`src/cpu_pkg.sv`:
```
`default_nettype none

package cpu_pkg;

	// basic word types
	typedef logic [31:0] word_t;
	typedef logic [31:0] inst_t;
	typedef logic [31:0] inst_addr_t;
	typedef logic [4:0]  reg_addr_t;
	typedef logic [15:0] half_word_t;

	localparam word_t     ZERO_WORD = 32'h0;
	// link register for jal
	localparam reg_addr_t REG_RA    = 5'd31;

	// op 0 doubles as the bubble, so a cleared bundle is invalid
	// immediate ALU forms share the op of their register forms
	typedef enum logic [5:0] {
		OP_INVALID = 6'd0,
		OP_ADDU,
		OP_SUBU,
		OP_AND,
		OP_OR,
		OP_XOR,
		OP_NOR,
		OP_SLT,
		OP_SLTU,
		OP_SLL,
		OP_SRL,
		OP_SRA,
		OP_LUI,
		OP_LW,
		OP_SW,
		OP_BEQ,
		OP_BNE,
		OP_BLTZ,
		OP_BGEZ,
		OP_J,
		OP_JAL,
		OP_JR,
		OP_MOVZ,
		OP_MOVN
	} oper_e;

	typedef struct packed {
		logic      we;
		reg_addr_t waddr;
		word_t     wdata;
	} reg_write_req_t;

	// ce without we is a load
	typedef struct packed {
		logic ce;
		logic we;
	} mem_access_req_t;

	typedef struct packed {
		oper_e      op;
		inst_addr_t pc;
		inst_t      inst;
		word_t      reg1;
		word_t      reg2;
		word_t      imm;
		reg_addr_t  reg_raddr1;
		reg_addr_t  reg_raddr2;
		logic       reg_we;
		reg_addr_t  reg_waddr;
		logic       delayslot;
	} pipeline_data_t;

	// primary opcodes
	localparam logic [5:0] OPC_SPECIAL = 6'b000000;
	localparam logic [5:0] OPC_REGIMM  = 6'b000001;
	localparam logic [5:0] OPC_J       = 6'b000010;
	localparam logic [5:0] OPC_JAL     = 6'b000011;
	localparam logic [5:0] OPC_BEQ     = 6'b000100;
	localparam logic [5:0] OPC_BNE     = 6'b000101;
	localparam logic [5:0] OPC_ADDIU   = 6'b001001;
	localparam logic [5:0] OPC_SLTI    = 6'b001010;
	localparam logic [5:0] OPC_SLTIU   = 6'b001011;
	localparam logic [5:0] OPC_ANDI    = 6'b001100;
	localparam logic [5:0] OPC_ORI     = 6'b001101;
	localparam logic [5:0] OPC_XORI    = 6'b001110;
	localparam logic [5:0] OPC_LUI     = 6'b001111;
	localparam logic [5:0] OPC_LW      = 6'b100011;
	localparam logic [5:0] OPC_SW      = 6'b101011;

	// regimm selectors in the rt field
	localparam reg_addr_t RT_BLTZ = 5'b00000;
	localparam reg_addr_t RT_BGEZ = 5'b00001;

	// special funct codes
	localparam logic [5:0] FN_SLL  = 6'b000000;
	localparam logic [5:0] FN_SRL  = 6'b000010;
	localparam logic [5:0] FN_SRA  = 6'b000011;
	localparam logic [5:0] FN_JR   = 6'b001000;
	localparam logic [5:0] FN_MOVZ = 6'b001010;
	localparam logic [5:0] FN_MOVN = 6'b001011;
	localparam logic [5:0] FN_ADDU = 6'b100001;
	localparam logic [5:0] FN_SUBU = 6'b100011;
	localparam logic [5:0] FN_AND  = 6'b100100;
	localparam logic [5:0] FN_OR   = 6'b100101;
	localparam logic [5:0] FN_XOR  = 6'b100110;
	localparam logic [5:0] FN_NOR  = 6'b100111;
	localparam logic [5:0] FN_SLT  = 6'b101010;
	localparam logic [5:0] FN_SLTU = 6'b101011;

endpackage

`default_nettype wire

```
`src/cpu_id.sv`:
```
`default_nettype none

module cpu_id (
	input  wire cpu_pkg::inst_addr_t      pc_i,
	input  wire cpu_pkg::inst_t           inst_i,
	input  wire logic                     delayslot_i,
	input  wire cpu_pkg::word_t           reg1_i,
	input  wire cpu_pkg::word_t           reg2_i,
	output cpu_pkg::reg_addr_t            reg_raddr1_o,
	output cpu_pkg::reg_addr_t            reg_raddr2_o,
	input  wire cpu_pkg::mem_access_req_t ex_mem_req_i,
	input  wire cpu_pkg::reg_write_req_t  ex_wr_i,
	input  wire cpu_pkg::reg_write_req_t  mem_wr_i,
	output cpu_pkg::pipeline_data_t       data_id_o,
	output logic                          stall_req_o
);

	logic [5:0] opcode;
	cpu_pkg::half_word_t immediate;
	cpu_pkg::word_t imm_zero_ext, imm_sign_ext, imm;
	cpu_pkg::word_t safe_reg1, safe_reg2;
	cpu_pkg::oper_e op, op_type_i, op_type_j, op_type_r;
	cpu_pkg::reg_addr_t raddr1_type_i, raddr2_type_i, waddr_type_i;
	cpu_pkg::reg_addr_t raddr1_type_r, raddr2_type_r, waddr_type_r;
	cpu_pkg::reg_addr_t reg_waddr;
	logic we_type_i, we_type_r, unsigned_imm;
	logic dec_we, imm_to_reg2, cond_move_not_taken, ex_is_load;

	// newest in-flight value wins, register 0 never forwards
	function automatic cpu_pkg::word_t forward(
		input cpu_pkg::reg_addr_t     raddr,
		input cpu_pkg::word_t         rf_data,
		input cpu_pkg::reg_write_req_t ex_wr,
		input cpu_pkg::reg_write_req_t mem_wr
	);
		cpu_pkg::word_t data;
		if (raddr == 5'd0) begin
			data = cpu_pkg::ZERO_WORD;
		end else if (ex_wr.we && ex_wr.waddr == raddr) begin
			data = ex_wr.wdata;
		end else if (mem_wr.we && mem_wr.waddr == raddr) begin
			data = mem_wr.wdata;
		end else begin
			data = rf_data;
		end
		return data;
	endfunction

	assign opcode       = inst_i[31:26];
	assign immediate    = inst_i[15:0];
	assign imm_zero_ext = {16'h0, immediate};
	assign imm_sign_ext = {{16{immediate[15]}}, immediate};

	id_type_i i_id_type_i (
		.opcode_i       (opcode),
		.inst_i         (inst_i),
		.op_o           (op_type_i),
		.reg_raddr1_o   (raddr1_type_i),
		.reg_raddr2_o   (raddr2_type_i),
		.reg_waddr_o    (waddr_type_i),
		.reg_we_o       (we_type_i),
		.unsigned_imm_o (unsigned_imm)
	);

	id_type_r i_id_type_r (
		.opcode_i     (opcode),
		.inst_i       (inst_i),
		.op_o         (op_type_r),
		.reg_raddr1_o (raddr1_type_r),
		.reg_raddr2_o (raddr2_type_r),
		.reg_waddr_o  (waddr_type_r),
		.reg_we_o     (we_type_r)
	);

	// only two jumps, small enough to decode here
	always_comb begin
		case (opcode)
			cpu_pkg::OPC_J:   op_type_j = cpu_pkg::OP_J;
			cpu_pkg::OPC_JAL: op_type_j = cpu_pkg::OP_JAL;
			default:          op_type_j = cpu_pkg::OP_INVALID;
		endcase
	end

	// format priority: I, J, R
	always_comb begin
		op           = cpu_pkg::OP_INVALID;
		reg_raddr1_o = 5'd0;
		reg_raddr2_o = 5'd0;
		reg_waddr    = 5'd0;
		dec_we       = 1'b0;
		imm          = cpu_pkg::ZERO_WORD;
		imm_to_reg2  = 1'b0;

		if (op_type_i != cpu_pkg::OP_INVALID) begin
			op           = op_type_i;
			reg_raddr1_o = raddr1_type_i;
			reg_raddr2_o = raddr2_type_i;
			reg_waddr    = waddr_type_i;
			dec_we       = we_type_i;
			imm          = unsigned_imm ? imm_zero_ext : imm_sign_ext;
			// stores and two-register branches need rt in reg2
			imm_to_reg2  = !(opcode == cpu_pkg::OPC_SW || opcode == cpu_pkg::OPC_BEQ ||
			                 opcode == cpu_pkg::OPC_BNE);
		end else if (op_type_j != cpu_pkg::OP_INVALID) begin
			op = op_type_j;
			if (op_type_j == cpu_pkg::OP_JAL) begin
				reg_waddr = cpu_pkg::REG_RA;
				dec_we    = 1'b1;
			end
		end else if (op_type_r != cpu_pkg::OP_INVALID) begin
			op           = op_type_r;
			reg_raddr1_o = raddr1_type_r;
			reg_raddr2_o = raddr2_type_r;
			reg_waddr    = waddr_type_r;
			dec_we       = we_type_r;
		end
	end

	assign safe_reg1 = forward(reg_raddr1_o, reg1_i, ex_wr_i, mem_wr_i);
	assign safe_reg2 = forward(reg_raddr2_o, reg2_i, ex_wr_i, mem_wr_i);

	// movn/movz drop the write when the condition fails
	assign cond_move_not_taken =
		(op == cpu_pkg::OP_MOVN && safe_reg2 == cpu_pkg::ZERO_WORD) ||
		(op == cpu_pkg::OP_MOVZ && safe_reg2 != cpu_pkg::ZERO_WORD);

	// load result is not ready until MEM
	assign ex_is_load  = ex_mem_req_i.ce && !ex_mem_req_i.we;
	assign stall_req_o = ex_is_load &&
		((reg_raddr1_o != 5'd0 && ex_wr_i.waddr == reg_raddr1_o) ||
		 (reg_raddr2_o != 5'd0 && ex_wr_i.waddr == reg_raddr2_o));

	assign data_id_o.op         = op;
	assign data_id_o.pc         = pc_i;
	assign data_id_o.inst       = inst_i;
	assign data_id_o.reg1       = safe_reg1;
	assign data_id_o.reg2       = imm_to_reg2 ? imm : safe_reg2;
	assign data_id_o.imm        = imm;
	assign data_id_o.reg_raddr1 = reg_raddr1_o;
	assign data_id_o.reg_raddr2 = reg_raddr2_o;
	assign data_id_o.reg_we     = dec_we && !cond_move_not_taken;
	assign data_id_o.reg_waddr  = reg_waddr;
	assign data_id_o.delayslot  = delayslot_i;

endmodule

`default_nettype wire

```
`src/cpu_id_top.sv`:
```
`default_nettype none

module cpu_id_top (
	input  wire logic                     clk_i,
	input  wire logic                     rst_n_i,
	input  wire cpu_pkg::inst_addr_t      pc_i,
	input  wire cpu_pkg::inst_t           inst_i,
	input  wire logic                     delayslot_i,
	input  wire cpu_pkg::mem_access_req_t ex_mem_req_i,
	input  wire cpu_pkg::reg_write_req_t  ex_wr_i,
	input  wire cpu_pkg::reg_write_req_t  mem_wr_i,
	input  wire cpu_pkg::reg_write_req_t  wb_wr_i,
	output cpu_pkg::pipeline_data_t       id_ex_o,
	output logic                          id_ex_valid_o,
	output logic                          stall_o
);

	cpu_pkg::reg_addr_t reg_raddr1, reg_raddr2;
	cpu_pkg::word_t reg1, reg2;
	cpu_pkg::pipeline_data_t data_id;
	logic stall_req;

	regfile i_regfile (
		.clk_i    (clk_i),
		.rst_n_i  (rst_n_i),
		.raddr1_i (reg_raddr1),
		.raddr2_i (reg_raddr2),
		.rdata1_o (reg1),
		.rdata2_o (reg2),
		.wr_i     (wb_wr_i)
	);

	cpu_id i_cpu_id (
		.pc_i         (pc_i),
		.inst_i       (inst_i),
		.delayslot_i  (delayslot_i),
		.reg1_i       (reg1),
		.reg2_i       (reg2),
		.reg_raddr1_o (reg_raddr1),
		.reg_raddr2_o (reg_raddr2),
		.ex_mem_req_i (ex_mem_req_i),
		.ex_wr_i      (ex_wr_i),
		.mem_wr_i     (mem_wr_i),
		.data_id_o    (data_id),
		.stall_req_o  (stall_req)
	);

	id_ex_reg i_id_ex_reg (
		.clk_i   (clk_i),
		.rst_n_i (rst_n_i),
		.stall_i (stall_req),
		.data_i  (data_id),
		.data_o  (id_ex_o),
		.valid_o (id_ex_valid_o)
	);

	// fetch holds its instruction while this is high
	assign stall_o = stall_req;

endmodule

`default_nettype wire

```
`src/id_ex_reg.sv`:
```
`default_nettype none

module id_ex_reg (
	input  wire logic                    clk_i,
	input  wire logic                    rst_n_i,
	input  wire logic                    stall_i,
	input  wire cpu_pkg::pipeline_data_t data_i,
	output cpu_pkg::pipeline_data_t      data_o,
	output logic                         valid_o
);

	always_ff @(posedge clk_i or negedge rst_n_i) begin
		if (!rst_n_i) begin
			data_o  <= '0;
			valid_o <= 1'b0;
		end else if (stall_i) begin
			// held instruction stays in ID while EX gets a cleared bundle
			data_o  <= '0;
			valid_o <= 1'b0;
		end else begin
			data_o  <= data_i;
			valid_o <= 1'b1;
		end
	end

endmodule

`default_nettype wire

```
`src/id_type_i.sv`:
```
`default_nettype none

module id_type_i (
	input  wire logic [5:0]         opcode_i,
	input  wire cpu_pkg::inst_t     inst_i,
	output cpu_pkg::oper_e          op_o,
	output cpu_pkg::reg_addr_t      reg_raddr1_o,
	output cpu_pkg::reg_addr_t      reg_raddr2_o,
	output cpu_pkg::reg_addr_t      reg_waddr_o,
	output logic                    reg_we_o,
	output logic                    unsigned_imm_o
);

	cpu_pkg::reg_addr_t rs, rt;

	assign rs = inst_i[25:21];
	assign rt = inst_i[20:16];

	always_comb begin
		// ALU immediate form by default: rs in, rt out
		op_o           = cpu_pkg::OP_INVALID;
		reg_raddr1_o   = rs;
		reg_raddr2_o   = 5'd0;
		reg_waddr_o    = rt;
		reg_we_o       = 1'b1;
		unsigned_imm_o = 1'b0;

		case (opcode_i)
			cpu_pkg::OPC_ADDIU: op_o = cpu_pkg::OP_ADDU;
			cpu_pkg::OPC_SLTI:  op_o = cpu_pkg::OP_SLT;
			cpu_pkg::OPC_SLTIU: op_o = cpu_pkg::OP_SLTU;
			cpu_pkg::OPC_LW:    op_o = cpu_pkg::OP_LW;
			cpu_pkg::OPC_ANDI: begin
				op_o           = cpu_pkg::OP_AND;
				unsigned_imm_o = 1'b1;
			end
			cpu_pkg::OPC_ORI: begin
				op_o           = cpu_pkg::OP_OR;
				unsigned_imm_o = 1'b1;
			end
			cpu_pkg::OPC_XORI: begin
				op_o           = cpu_pkg::OP_XOR;
				unsigned_imm_o = 1'b1;
			end
			cpu_pkg::OPC_LUI: begin
				// no register source
				op_o           = cpu_pkg::OP_LUI;
				reg_raddr1_o   = 5'd0;
				unsigned_imm_o = 1'b1;
			end
			cpu_pkg::OPC_SW, cpu_pkg::OPC_BEQ, cpu_pkg::OPC_BNE: begin
				op_o         = (opcode_i == cpu_pkg::OPC_SW)  ? cpu_pkg::OP_SW :
				               (opcode_i == cpu_pkg::OPC_BEQ) ? cpu_pkg::OP_BEQ :
				                                                cpu_pkg::OP_BNE;
				reg_raddr2_o = rt;
				reg_waddr_o  = 5'd0;
				reg_we_o     = 1'b0;
			end
			cpu_pkg::OPC_REGIMM: begin
				// rt selects the branch, not a register
				reg_waddr_o = 5'd0;
				reg_we_o    = 1'b0;
				if (rt == cpu_pkg::RT_BLTZ) begin
					op_o = cpu_pkg::OP_BLTZ;
				end else if (rt == cpu_pkg::RT_BGEZ) begin
					op_o = cpu_pkg::OP_BGEZ;
				end
			end
			default: begin
				reg_raddr1_o = 5'd0;
				reg_waddr_o  = 5'd0;
				reg_we_o     = 1'b0;
			end
		endcase

		if (op_o == cpu_pkg::OP_INVALID) begin
			reg_raddr1_o = 5'd0;
			reg_we_o     = 1'b0;
		end
	end

endmodule

`default_nettype wire

```
`src/id_type_r.sv`:
```
`default_nettype none

module id_type_r (
	input  wire logic [5:0]         opcode_i,
	input  wire cpu_pkg::inst_t     inst_i,
	output cpu_pkg::oper_e          op_o,
	output cpu_pkg::reg_addr_t      reg_raddr1_o,
	output cpu_pkg::reg_addr_t      reg_raddr2_o,
	output cpu_pkg::reg_addr_t      reg_waddr_o,
	output logic                    reg_we_o
);

	cpu_pkg::reg_addr_t rs, rt, rd;
	logic [5:0] funct;

	assign rs    = inst_i[25:21];
	assign rt    = inst_i[20:16];
	assign rd    = inst_i[15:11];
	assign funct = inst_i[5:0];

	always_comb begin
		// three-register form unless funct says otherwise
		op_o         = cpu_pkg::OP_INVALID;
		reg_raddr1_o = rs;
		reg_raddr2_o = rt;
		reg_waddr_o  = rd;
		reg_we_o     = 1'b1;

		if (opcode_i == cpu_pkg::OPC_SPECIAL) begin
			case (funct)
				cpu_pkg::FN_ADDU: op_o = cpu_pkg::OP_ADDU;
				cpu_pkg::FN_SUBU: op_o = cpu_pkg::OP_SUBU;
				cpu_pkg::FN_AND:  op_o = cpu_pkg::OP_AND;
				cpu_pkg::FN_OR:   op_o = cpu_pkg::OP_OR;
				cpu_pkg::FN_XOR:  op_o = cpu_pkg::OP_XOR;
				cpu_pkg::FN_NOR:  op_o = cpu_pkg::OP_NOR;
				cpu_pkg::FN_SLT:  op_o = cpu_pkg::OP_SLT;
				cpu_pkg::FN_SLTU: op_o = cpu_pkg::OP_SLTU;
				cpu_pkg::FN_MOVZ: op_o = cpu_pkg::OP_MOVZ;
				cpu_pkg::FN_MOVN: op_o = cpu_pkg::OP_MOVN;
				cpu_pkg::FN_SLL, cpu_pkg::FN_SRL, cpu_pkg::FN_SRA: begin
					// shift amount comes from sa, so only rt is read
					op_o         = (funct == cpu_pkg::FN_SLL) ? cpu_pkg::OP_SLL :
					               (funct == cpu_pkg::FN_SRL) ? cpu_pkg::OP_SRL :
					                                            cpu_pkg::OP_SRA;
					reg_raddr1_o = 5'd0;
				end
				cpu_pkg::FN_JR: begin
					op_o         = cpu_pkg::OP_JR;
					reg_raddr2_o = 5'd0;
					reg_waddr_o  = 5'd0;
					reg_we_o     = 1'b0;
				end
				default: begin
					op_o = cpu_pkg::OP_INVALID;
				end
			endcase
		end

		// unknown funct or not special at all
		if (op_o == cpu_pkg::OP_INVALID) begin
			reg_raddr1_o = 5'd0;
			reg_raddr2_o = 5'd0;
			reg_waddr_o  = 5'd0;
			reg_we_o     = 1'b0;
		end
	end

endmodule

`default_nettype wire

```
`src/regfile.sv`:
```
`default_nettype none

module regfile (
	input  wire logic                    clk_i,
	input  wire logic                    rst_n_i,
	input  wire cpu_pkg::reg_addr_t      raddr1_i,
	input  wire cpu_pkg::reg_addr_t      raddr2_i,
	output cpu_pkg::word_t               rdata1_o,
	output cpu_pkg::word_t               rdata2_o,
	input  wire cpu_pkg::reg_write_req_t wr_i
);

	// entry 0 is never written, so it stays zero
	cpu_pkg::word_t regs [32];

	// same-cycle write is visible to the read
	function automatic cpu_pkg::word_t read_port(
		input cpu_pkg::reg_addr_t      raddr,
		input cpu_pkg::word_t          stored,
		input cpu_pkg::reg_write_req_t wr
	);
		cpu_pkg::word_t data;
		data = stored;
		if (raddr != 5'd0 && wr.we && wr.waddr == raddr) begin
			data = wr.wdata;
		end
		return data;
	endfunction

	always_ff @(posedge clk_i or negedge rst_n_i) begin
		if (!rst_n_i) begin
			for (int i = 0; i < 32; i++) begin
				regs[i] <= cpu_pkg::ZERO_WORD;
			end
		end else if (wr_i.we && wr_i.waddr != 5'd0) begin
			regs[wr_i.waddr] <= wr_i.wdata;
		end
	end

	assign rdata1_o = read_port(raddr1_i, regs[raddr1_i], wr_i);
	assign rdata2_o = read_port(raddr2_i, regs[raddr2_i], wr_i);

endmodule

`default_nettype wire

```
`config.mk`:
```
export PLATFORM = sky130hd
export DESIGN_NAME = cpu_id_top
export DESIGN_NICKNAME = d
export VERILOG_FILES = /design/src/cpu_pkg.sv /design/src/cpu_id.sv /design/src/cpu_id_top.sv /design/src/id_ex_reg.sv /design/src/id_type_i.sv /design/src/id_type_r.sv /design/src/regfile.sv
export SDC_FILE = /design/constraint.sdc
export NUM_CORES = 2
export LEC_CHECK = 0
export ABC_AREA = 1
export BUFFER_PORTS_ARGS = -buffer_cell sky130_fd_sc_hd__buf_4
export CELL_PAD_IN_SITES_DETAIL_PLACEMENT = 0
export CELL_PAD_IN_SITES_GLOBAL_PLACEMENT = 1
export CORE_UTILIZATION = 49
export CTS_BUF_LIST = sky130_fd_sc_hd__clkbuf_4 sky130_fd_sc_hd__clkbuf_8 sky130_fd_sc_hd__clkbuf_16
export DETAILED_ROUTE_END_ITERATION = 12
export PLACE_DENSITY = 0.95
export SLEW_MARGIN = 5
export SYNTH_ARGS = -nofsm -noshare
export SYNTH_HDL_FRONTEND = slang
export SYNTH_SLANG_ARGS = --single-unit
```
`constraint.sdc`:
```
create_clock -name clk_i -period 9.5 [get_ports clk_i]
set_input_delay 1.9 -clock clk_i [delete_from_list [all_inputs] [get_ports clk_i]]
set_output_delay 1.9 -clock clk_i [all_outputs]
set_load 0.03 [all_outputs]
```
# --- Yosys cells after proc, flatten, opt, wreduce, memory -nomap -nowiden ---
# Cells that the tools add are included.
op_classes:
  bitwise_logic: 3
  n_eq_ne: 37
  magnitude_cmp: 4
  reduce_logical: 44
  mux: 69
op_table:
  columns: ["op", "count"]
  rows:
  - ["$bwmux W1024", 1]
  - ["$mux W32", 16]
  - ["$bmux W32 S5", 2]
  - ["$mux W183", 1]
  - ["$demux W32 S5", 1]
  - ["$mux W5", 29]
  - ["$eq A6 B4 Y1 const B", 10]
  - ["$eq A6 B6 Y1 const B", 10]
  - ["$pmux W5 S12", 1]
  - ["$pmux W5 S10", 1]
  - ["$logic_not A32 Y1", 1]
  - ["$reduce_bool A32 Y1", 1]
  - ["$eq A5 B5 Y1", 6]
  - ["$eq A6 B2 Y1 const B", 4]
  - ["$logic_not A6 Y1", 4]
  - ["$ge A6 B6 Y1 const B", 3]
  - ["$not A5 Y6", 3]
  - ["$reduce_bool A6 Y1", 3]
  - ["$logic_and A1 B1 Y1", 17]
  - ["$logic_not A5 Y1", 3]
  - ["$reduce_bool A5 Y1", 3]
  - ["$mux W1", 13]
  - ["$eq A6 B3 Y1 const B", 2]
  - ["$eq A6 B5 Y1 const B", 2]
  - ["other kinds (13)", 20]
totals:
  word_cells: 201
  ff_bits: 1208
  input_bits: 183
  out_inout_bits: 185

# --- Logic depth before layout (Yosys ltp) ---
depth:
  ltp_word: 24
  depth_mapped: 31
  depth_no_buf: 29

# --- Cells and area by module ---
# A second synthesis with hierarchy kept.
hier_totals:
  cells_unflattened: 10373
  hier_area_um2: 69854.5
modules_own_cells:
  columns: ["mod", "instances", "cells_per_inst", "seq_area_each_um2", "area_per_inst_um2"]
  rows:
  - ["regfile", 1, 8843, 25624.6, 58747.6]
  - ["id_ex_reg", 1, 571, 4604.4, 6122.1]
  - ["cpu_id", 1, 760, 0.0, 4055.1]
  - ["id_type_i", 1, 107, 0.0, 494.2]
  - ["id_type_r", 1, 92, 0.0, 435.4]

# --- Worst setup path after synthesis ---
# OpenSTA, ideal clock, no wires.
synth_path:
  path_kind: "input port to output port"
  from: "in inst_i[31]"
  to: "out stall_o"
  path_buffers: 2
  setup_slack_ps: 3201
  t_arrival_ps: 4399
  stages: 20
  required_time_ps: 7600
  path_cell_list: "nor2_4 nand2_1 nor2_4 nor2_1 nand3_1 nor2_2 nand2_2 inv_2 nand2_1 inv_2 nor3_4 inv_1 nand2_1 nand4_1 nor3_1 a22o_1 nand3_1 inv_2 buf_2 buf_2"
synth_between:
  elab_chain_cells: 11
  word_cells_on_any_way: 48
  classes_between: "eq/ne: 16; mux: 18; reduce/logical: 14"
synth_lines:
  columns: ["item", "line_no", "source"]
  rows:
  - ["start: declaration", "cpu_id_top.sv:7", "input wire cpu_pkg::inst_t inst_i,"]
  - ["$eq A6 B3 Y1 / $logic_not A6 Y1 (equally long branches)", "id_type_i.sv:28, id_type_i.sv:53, id_type_r.sv:29", null]
  - ["$mux W5 (on tied branches)", "id_type_i.sv:53, id_type_r.sv:29", null]
  - ["$mux W5 / $logic_not A6 Y1 (equally long branches)", "id_type_i.sv:52, id_type_r.sv:61", null]
  - ["$pmux W5 S10 / $mux W5 (equally long branches)", "id_type_i.sv:28, id_type_r.sv:61", null]
  - ["$logic_not A6 Y1 / $mux W5 (equally long branches)", "id_type_i.sv:76, cpu_id.sv:110", null]
  - ["$mux W5 (on tied branches)", "id_type_i.sv:76, cpu_id.sv:104", null]
  - ["$mux W5", "cpu_id.sv:94", "if (op_type_i != cpu_pkg::OP_INVALID) begin"]
  - ["$eq A5 B5 Y1, or another cell as far along", "cpu_id.sv:130", "((reg_raddr1_o != 5'd0 && ex_wr_i.waddr == reg_raddr1_o) ||"]
  - ["$logic_and A1 B1 Y1 (on tied branches)", "cpu_id.sv:130, cpu_id.sv:131", null]
  - ["$logic_or A1 B1 Y1 *", "cpu_id.sv:130", null]
  - ["$logic_and A1 B1 Y1 *", "cpu_id.sv:129", "assign stall_req_o = ex_is_load &&"]
  - ["end: declaration", "cpu_id_top.sv:15", "output logic stall_o"]
# Every way passes the cells marked *; elsewhere a longest branch is shown, timed or not.

# --- Worst setup path after layout ---
# Ends and elaborated chain as after synthesis.

==> impl_metrics.xml <==
<?xml version="1.0" encoding="UTF-8"?>
<metrics>
  <group name="synthesis">
    <metric name="synth-simple-area-share" unit="%">27.27</metric>
    <metric name="synth_top_flop_cell" unit="">sky130_fd_sc_hd__dfrtp_1</metric>
    <metric name="post_synth_fa_ha_maj_area_fraction" unit="%">0</metric>
    <metric name="fraction_of_synthesis_flops_using_an_asynchronous_set_or_reset_pin" unit="%">100.0</metric>
    <metric name="yosysSeqAreaShare" unit="%">44.70</metric>
    <metric name="syn-num-nets" unit="">9607</metric>
    <metric name="synth_seq_cells" unit="">1192</metric>
    <metric name="synth_top_family_by_area" unit="">simple AND/OR/NAND/NOR gates</metric>
    <metric name="synth-edff-count" unit="">0</metric>
    <metric name="post_synth_xor_area_fraction" unit="%">0.1969</metric>
    <metric name="yosys.cell_types.count" unit="">44</metric>
    <metric name="ys.warnings.count" unit="">0</metric>
    <metric name="synth.area.mux_share" unit="%">0</metric>
    <metric name="post_syn_area" unit="um^2">66740</metric>
    <metric name="syn-instance-count" unit="">9424</metric>
    <metric name="syn-mean-instance-area" unit="um^2">7.081</metric>
    <metric name="synth_compound_gate_area_share" unit="%">17.37</metric>
  </group>
  <group name="clocking">
    <metric name="number_of_cts_inserted_buffers" unit="">136</metric>
    <metric name="maximum_buffer_depth_of_the_clock_tree" unit="">3</metric>
    <metric name="holdBufCountCts" unit="">0</metric>
    <metric name="cts_tree" unit="">built</metric>
    <metric name="cts-root-buf" unit="">sky130_fd_sc_hd__clkbuf_16</metric>
    <metric name="cts_repair_resize_count" unit="">0</metric>
    <metric name="clk_pin_slew_worst_paths" unit="ns">0.05</metric>
    <metric name="clkLatencyLatePin" unit="ns">0.80</metric>
    <metric name="cts.sinks" unit="">1192</metric>
    <metric name="h_tree_levels" unit="">4</metric>
    <metric name="cts_setup_buffers" unit="">0</metric>
  </group>
  <group name="global_routing">
    <metric name="globalRouteOverflowTotal" unit="">0</metric>
    <metric name="wire_length_of_the_first_global_routing_pass" unit="mm">406.1</metric>
    <metric name="grt_pass1_vias" unit="">62850</metric>
    <metric name="grt_max_degree" unit="">174</metric>
    <metric name="gr-usage-all-layers" unit="%">39.32</metric>
    <metric name="antenna_found_initial" unit="">24</metric>
  </group>
  <group name="route">
    <metric name="detail_route.wirelength" unit="mm">274.8</metric>
    <metric name="routed_antenna_nets" unit="">0</metric>
    <metric name="drtIter0Drc" unit="">9782</metric>
    <metric name="detail_route.vias_per_cell" unit="">6.161</metric>
    <metric name="num_vias" unit="">68470</metric>
    <metric name="routedWlPerCell" unit="um">24.73</metric>
    <metric name="drc" unit="">0</metric>
    <metric name="drtPass1Iterations" unit="">7</metric>
  </group>
  <group name="placement">
    <metric name="place.port_buffers" unit="">366</metric>
    <metric name="dp.cells" unit="">10860</metric>
    <metric name="gp_congestion" unit="">0.9659</metric>
    <metric name="post-dp-hpwl" unit="mm">152.3</metric>
  </group>
  <group name="status">
    <metric name="status" unit="">finished, final reports clean</metric>
  </group>
  <group name="worst_setup_path">
    <metric name="critical_path.startpoint_type" unit="">input pin</metric>
    <metric name="path_max_fanout" unit="">114</metric>
    <metric name="r2r_setup_slack" unit="ns">6.60</metric>
    <metric name="rr_endpoint" unit="">i_id_ex_reg.data_o[6]</metric>
    <metric name="timing.rr.start" unit="">i_regfile.regs[762]</metric>
    <metric name="timing_worst_setup_path_type" unit="">input pin to primary output</metric>
    <metric name="timing.critical_path.required" unit="ns">7.60</metric>
    <metric name="setup.worst_path.end_class" unit="">primary output</metric>
    <metric name="cp_data_arrival_time" unit="ns">5.66</metric>
    <metric name="ff2ff_path_depth" unit="">18</metric>
  </group>
  <group name="timing">
    <metric name="totalNegativeSetupSlack" unit="ns">0</metric>
    <metric name="hold_violations" unit="">0</metric>
    <metric name="worst_slew_pin_slew" unit="ns">1.285</metric>
    <metric name="worst_slew_margin_rel" unit="%">14.33</metric>
    <metric name="report.final.slew_viol_count" unit="">0</metric>
    <metric name="max_freq" unit="GHz">0.1323</metric>
    <metric name="timing.hold.ws" unit="ns">0.3747</metric>
    <metric name="rsz0062_at_grt" unit="">no</metric>
    <metric name="finalSetupViolCount" unit="">0</metric>
    <metric name="fin_worst_skew" unit="ns">0.02044</metric>
    <metric name="final_worst_path_period_share" unit="%">79.59</metric>
    <metric name="period_needed" unit="ns">7.561</metric>
  </group>
  <group name="hold_path">
    <metric name="min_delay_path_depth" unit="">0</metric>
    <metric name="hold_start" unit="">i_regfile.regs[1009]</metric>
    <metric name="hold_path.class" unit="">register to register</metric>
    <metric name="endpoint_of_the_worst_hold_timing_path" unit="">i_regfile.regs[1009]</metric>
  </group>
  <group name="layout">
    <metric name="layout_overhead_on_the_synthesized_area" unit="%">11.42</metric>
    <metric name="fillCellCount" unit="">12600</metric>
    <metric name="fin_nets" unit="">9399</metric>
    <metric name="multi_input_area" unit="um^2">30230</metric>
    <metric name="finish.cell_count_without_fillers" unit="">11110</metric>
    <metric name="final-seq-area" unit="um^2">29830</metric>
    <metric name="drive_gt1_share" unit="%">8.670</metric>
    <metric name="final_util" unit="%">54.96</metric>
    <metric name="layout.cells.most_common" unit="">sky130_fd_sc_hd__nand2_1</metric>
    <metric name="most-common-layout-cells" unit="">sky130_fd_sc_hd__nand2_1 (2342), sky130_fd_sc_hd__o21ai_0 (1531), sky130_fd_sc_hd__dfrtp_1 (1192), sky130_fd_sc_hd__nand3_1 (1154), sky130_fd_sc_hd__inv_1 (912)</metric>
  </group>
  <group name="floorplanning">
    <metric name="design.portCount" unit="">368</metric>
    <metric name="fp.dieH" unit="um">371.0</metric>
    <metric name="placeable_core_region" unit="um^2">135300</metric>
    <metric name="start_util" unit="%">49.32</metric>
    <metric name="floorplan.die.width" unit="um">371.0</metric>
    <metric name="floorplan_die_area" unit="um^2">137700</metric>
    <metric name="row_count" unit="">135</metric>
  </group>
  <group name="power_and_ir_drop">
    <metric name="power.static_leakage" unit="uW">0.03502</metric>
    <metric name="power.share.clock" unit="%">33.5</metric>
    <metric name="power.sequential.fraction" unit="%">40.5</metric>
    <metric name="combPwrFrac" unit="%">25.9</metric>
    <metric name="intPower" unit="uW">10620</metric>
    <metric name="power.density_cell_area" unit="nW/um^2">218.8</metric>
    <metric name="vdd_ir_drop_max" unit="uV">186.0</metric>
    <metric name="sw_frac_of_total" unit="%">34.74</metric>
    <metric name="switchingPower" unit="uW">5653</metric>
  </group>
  <group name="job">
    <metric name="max_cap_violations" unit="">0</metric>
  </group>
</metrics>
[per-stage QoR]
step,power [uW],worst slack [ns],area [um^2]
finish,16270,1.939,74360
detailed placement,10740,1.965,69700
CTS,16160,1.964,74320
floorplan,9307,3.201,66740
global route,17020,1.621,74330
global placement,10630,1.958,69700
[routing by layer]
layer	up-vias	GRT usage [%]	part of all wire (%)
met5	-	0	0.060
met3	1095	11.46	14
met2	4816	57.03	42
met4	24	24.70	7.4
met1	32250	51.41	37
li1	30280	-	-
[area by class of cell]
type / count / share of cell area, %
multi-input cells: 6478 / 40.66
flip-flops and latches: 1192 / 40.12
clock buffers: 210 / 5.790
repair buffers: 479 / 5.240
inverters: 929 / 4.742
well taps: 1781 / 2.997
clock inverters: 31 / 0.4207
diodes: 12 / 0.04038
[how the worst max path moves through the flow]
stage               start       to  slack [ns]  cells after the start
2_1_floorplan  inst_i[31]  stall_o        3.20                     20
3_3_place_gp   inst_i[31]  stall_o        1.96                     20
3_5_place_dp   inst_i[31]  stall_o        1.96                     20
4_1_cts        inst_i[31]  stall_o        1.96                     20
5_1_grt        inst_i[31]  stall_o        1.62                     20
6_report       inst_i[31]  stall_o        1.94                     20
[registers in the layout, summed over array words and instances, names as in the netlist]
name	count
i_id_ex_reg.data_o	167
i_id_ex_reg.valid_o	1
i_regfile.regs	1024
[power groups by stage]
stage	Sequential (uW)	Clock, uW	Combinational (uW)
after floorplan	6700	0	2600
after global placement	6630	0	4010
after detailed placement	6660	0	4090
after CTS	6580	5480	4100
after global routing	6710	5680	4640
final	6590	5460	4220
[Yosys cell counts, types with 18 or more instances]
master / number / share of area [%]
sky130_fd_sc_hd__nand2_1: 2359 / 13
sky130_fd_sc_hd__o21ai_0: 1531 / 11
sky130_fd_sc_hd__dfrtp_1: 1192 / 45
sky130_fd_sc_hd__nand3_1: 1161 / 8.7
sky130_fd_sc_hd__inv_1: 914 / 5.1
sky130_fd_sc_hd__nor2_1: 668 / 3.8
sky130_fd_sc_hd__clkbuf_1: 559 / 3.1
sky130_fd_sc_hd__a21oi_1: 218 / 1.6
sky130_fd_sc_hd__o211ai_1: 217 / 2.4
sky130_fd_sc_hd__buf_2: 188 / 1.4
sky130_fd_sc_hd__o221ai_1: 81 / 1.1
sky130_fd_sc_hd__nand3b_1: 67 / 0.75
sky130_fd_sc_hd__buf_1: 44 / 0.25
sky130_fd_sc_hd__o21ai_1: 33 / 0.25
sky130_fd_sc_hd__buf_4: 25 / 0.28
sky130_fd_sc_hd__nor3_1: 24 / 0.18
sky130_fd_sc_hd__nand4_1: 18 / 0.17
[logic make-up after synthesis]
logic type / after synthesis
buffers and inverters: 1754
XOR/XNOR: 15
AO/OA/AOI/OAI: 2128
AND/OR/NAND/NOR: 4334
flip-flops: 1192
other: 1
[critical path, stage by stage]
cell and delay [ns]:
sky130_fd_sc_hd__buf_4 0.12, sky130_fd_sc_hd__nor2_4 0.30, sky130_fd_sc_hd__nand2_1 0.20, sky130_fd_sc_hd__nor2_4 0.25
sky130_fd_sc_hd__nor2_1 0.10, sky130_fd_sc_hd__nand3_1 0.10, sky130_fd_sc_hd__nor2_2 0.06, sky130_fd_sc_hd__nand2_2 0.12
sky130_fd_sc_hd__inv_2 0.18, sky130_fd_sc_hd__nand2_1 0.33, sky130_fd_sc_hd__inv_2 0.12, sky130_fd_sc_hd__nor3_4 0.36
sky130_fd_sc_hd__buf_12 0.57, sky130_fd_sc_hd__nand2_1 0.10, sky130_fd_sc_hd__nand4_1 0.11, sky130_fd_sc_hd__nor3_1 0.08
sky130_fd_sc_hd__a22o_1 0.19, sky130_fd_sc_hd__nand3_1 0.15, sky130_fd_sc_hd__inv_4 0.06, sky130_fd_sc_hd__buf_4 0.21
(Power assumes the default switching activity.)
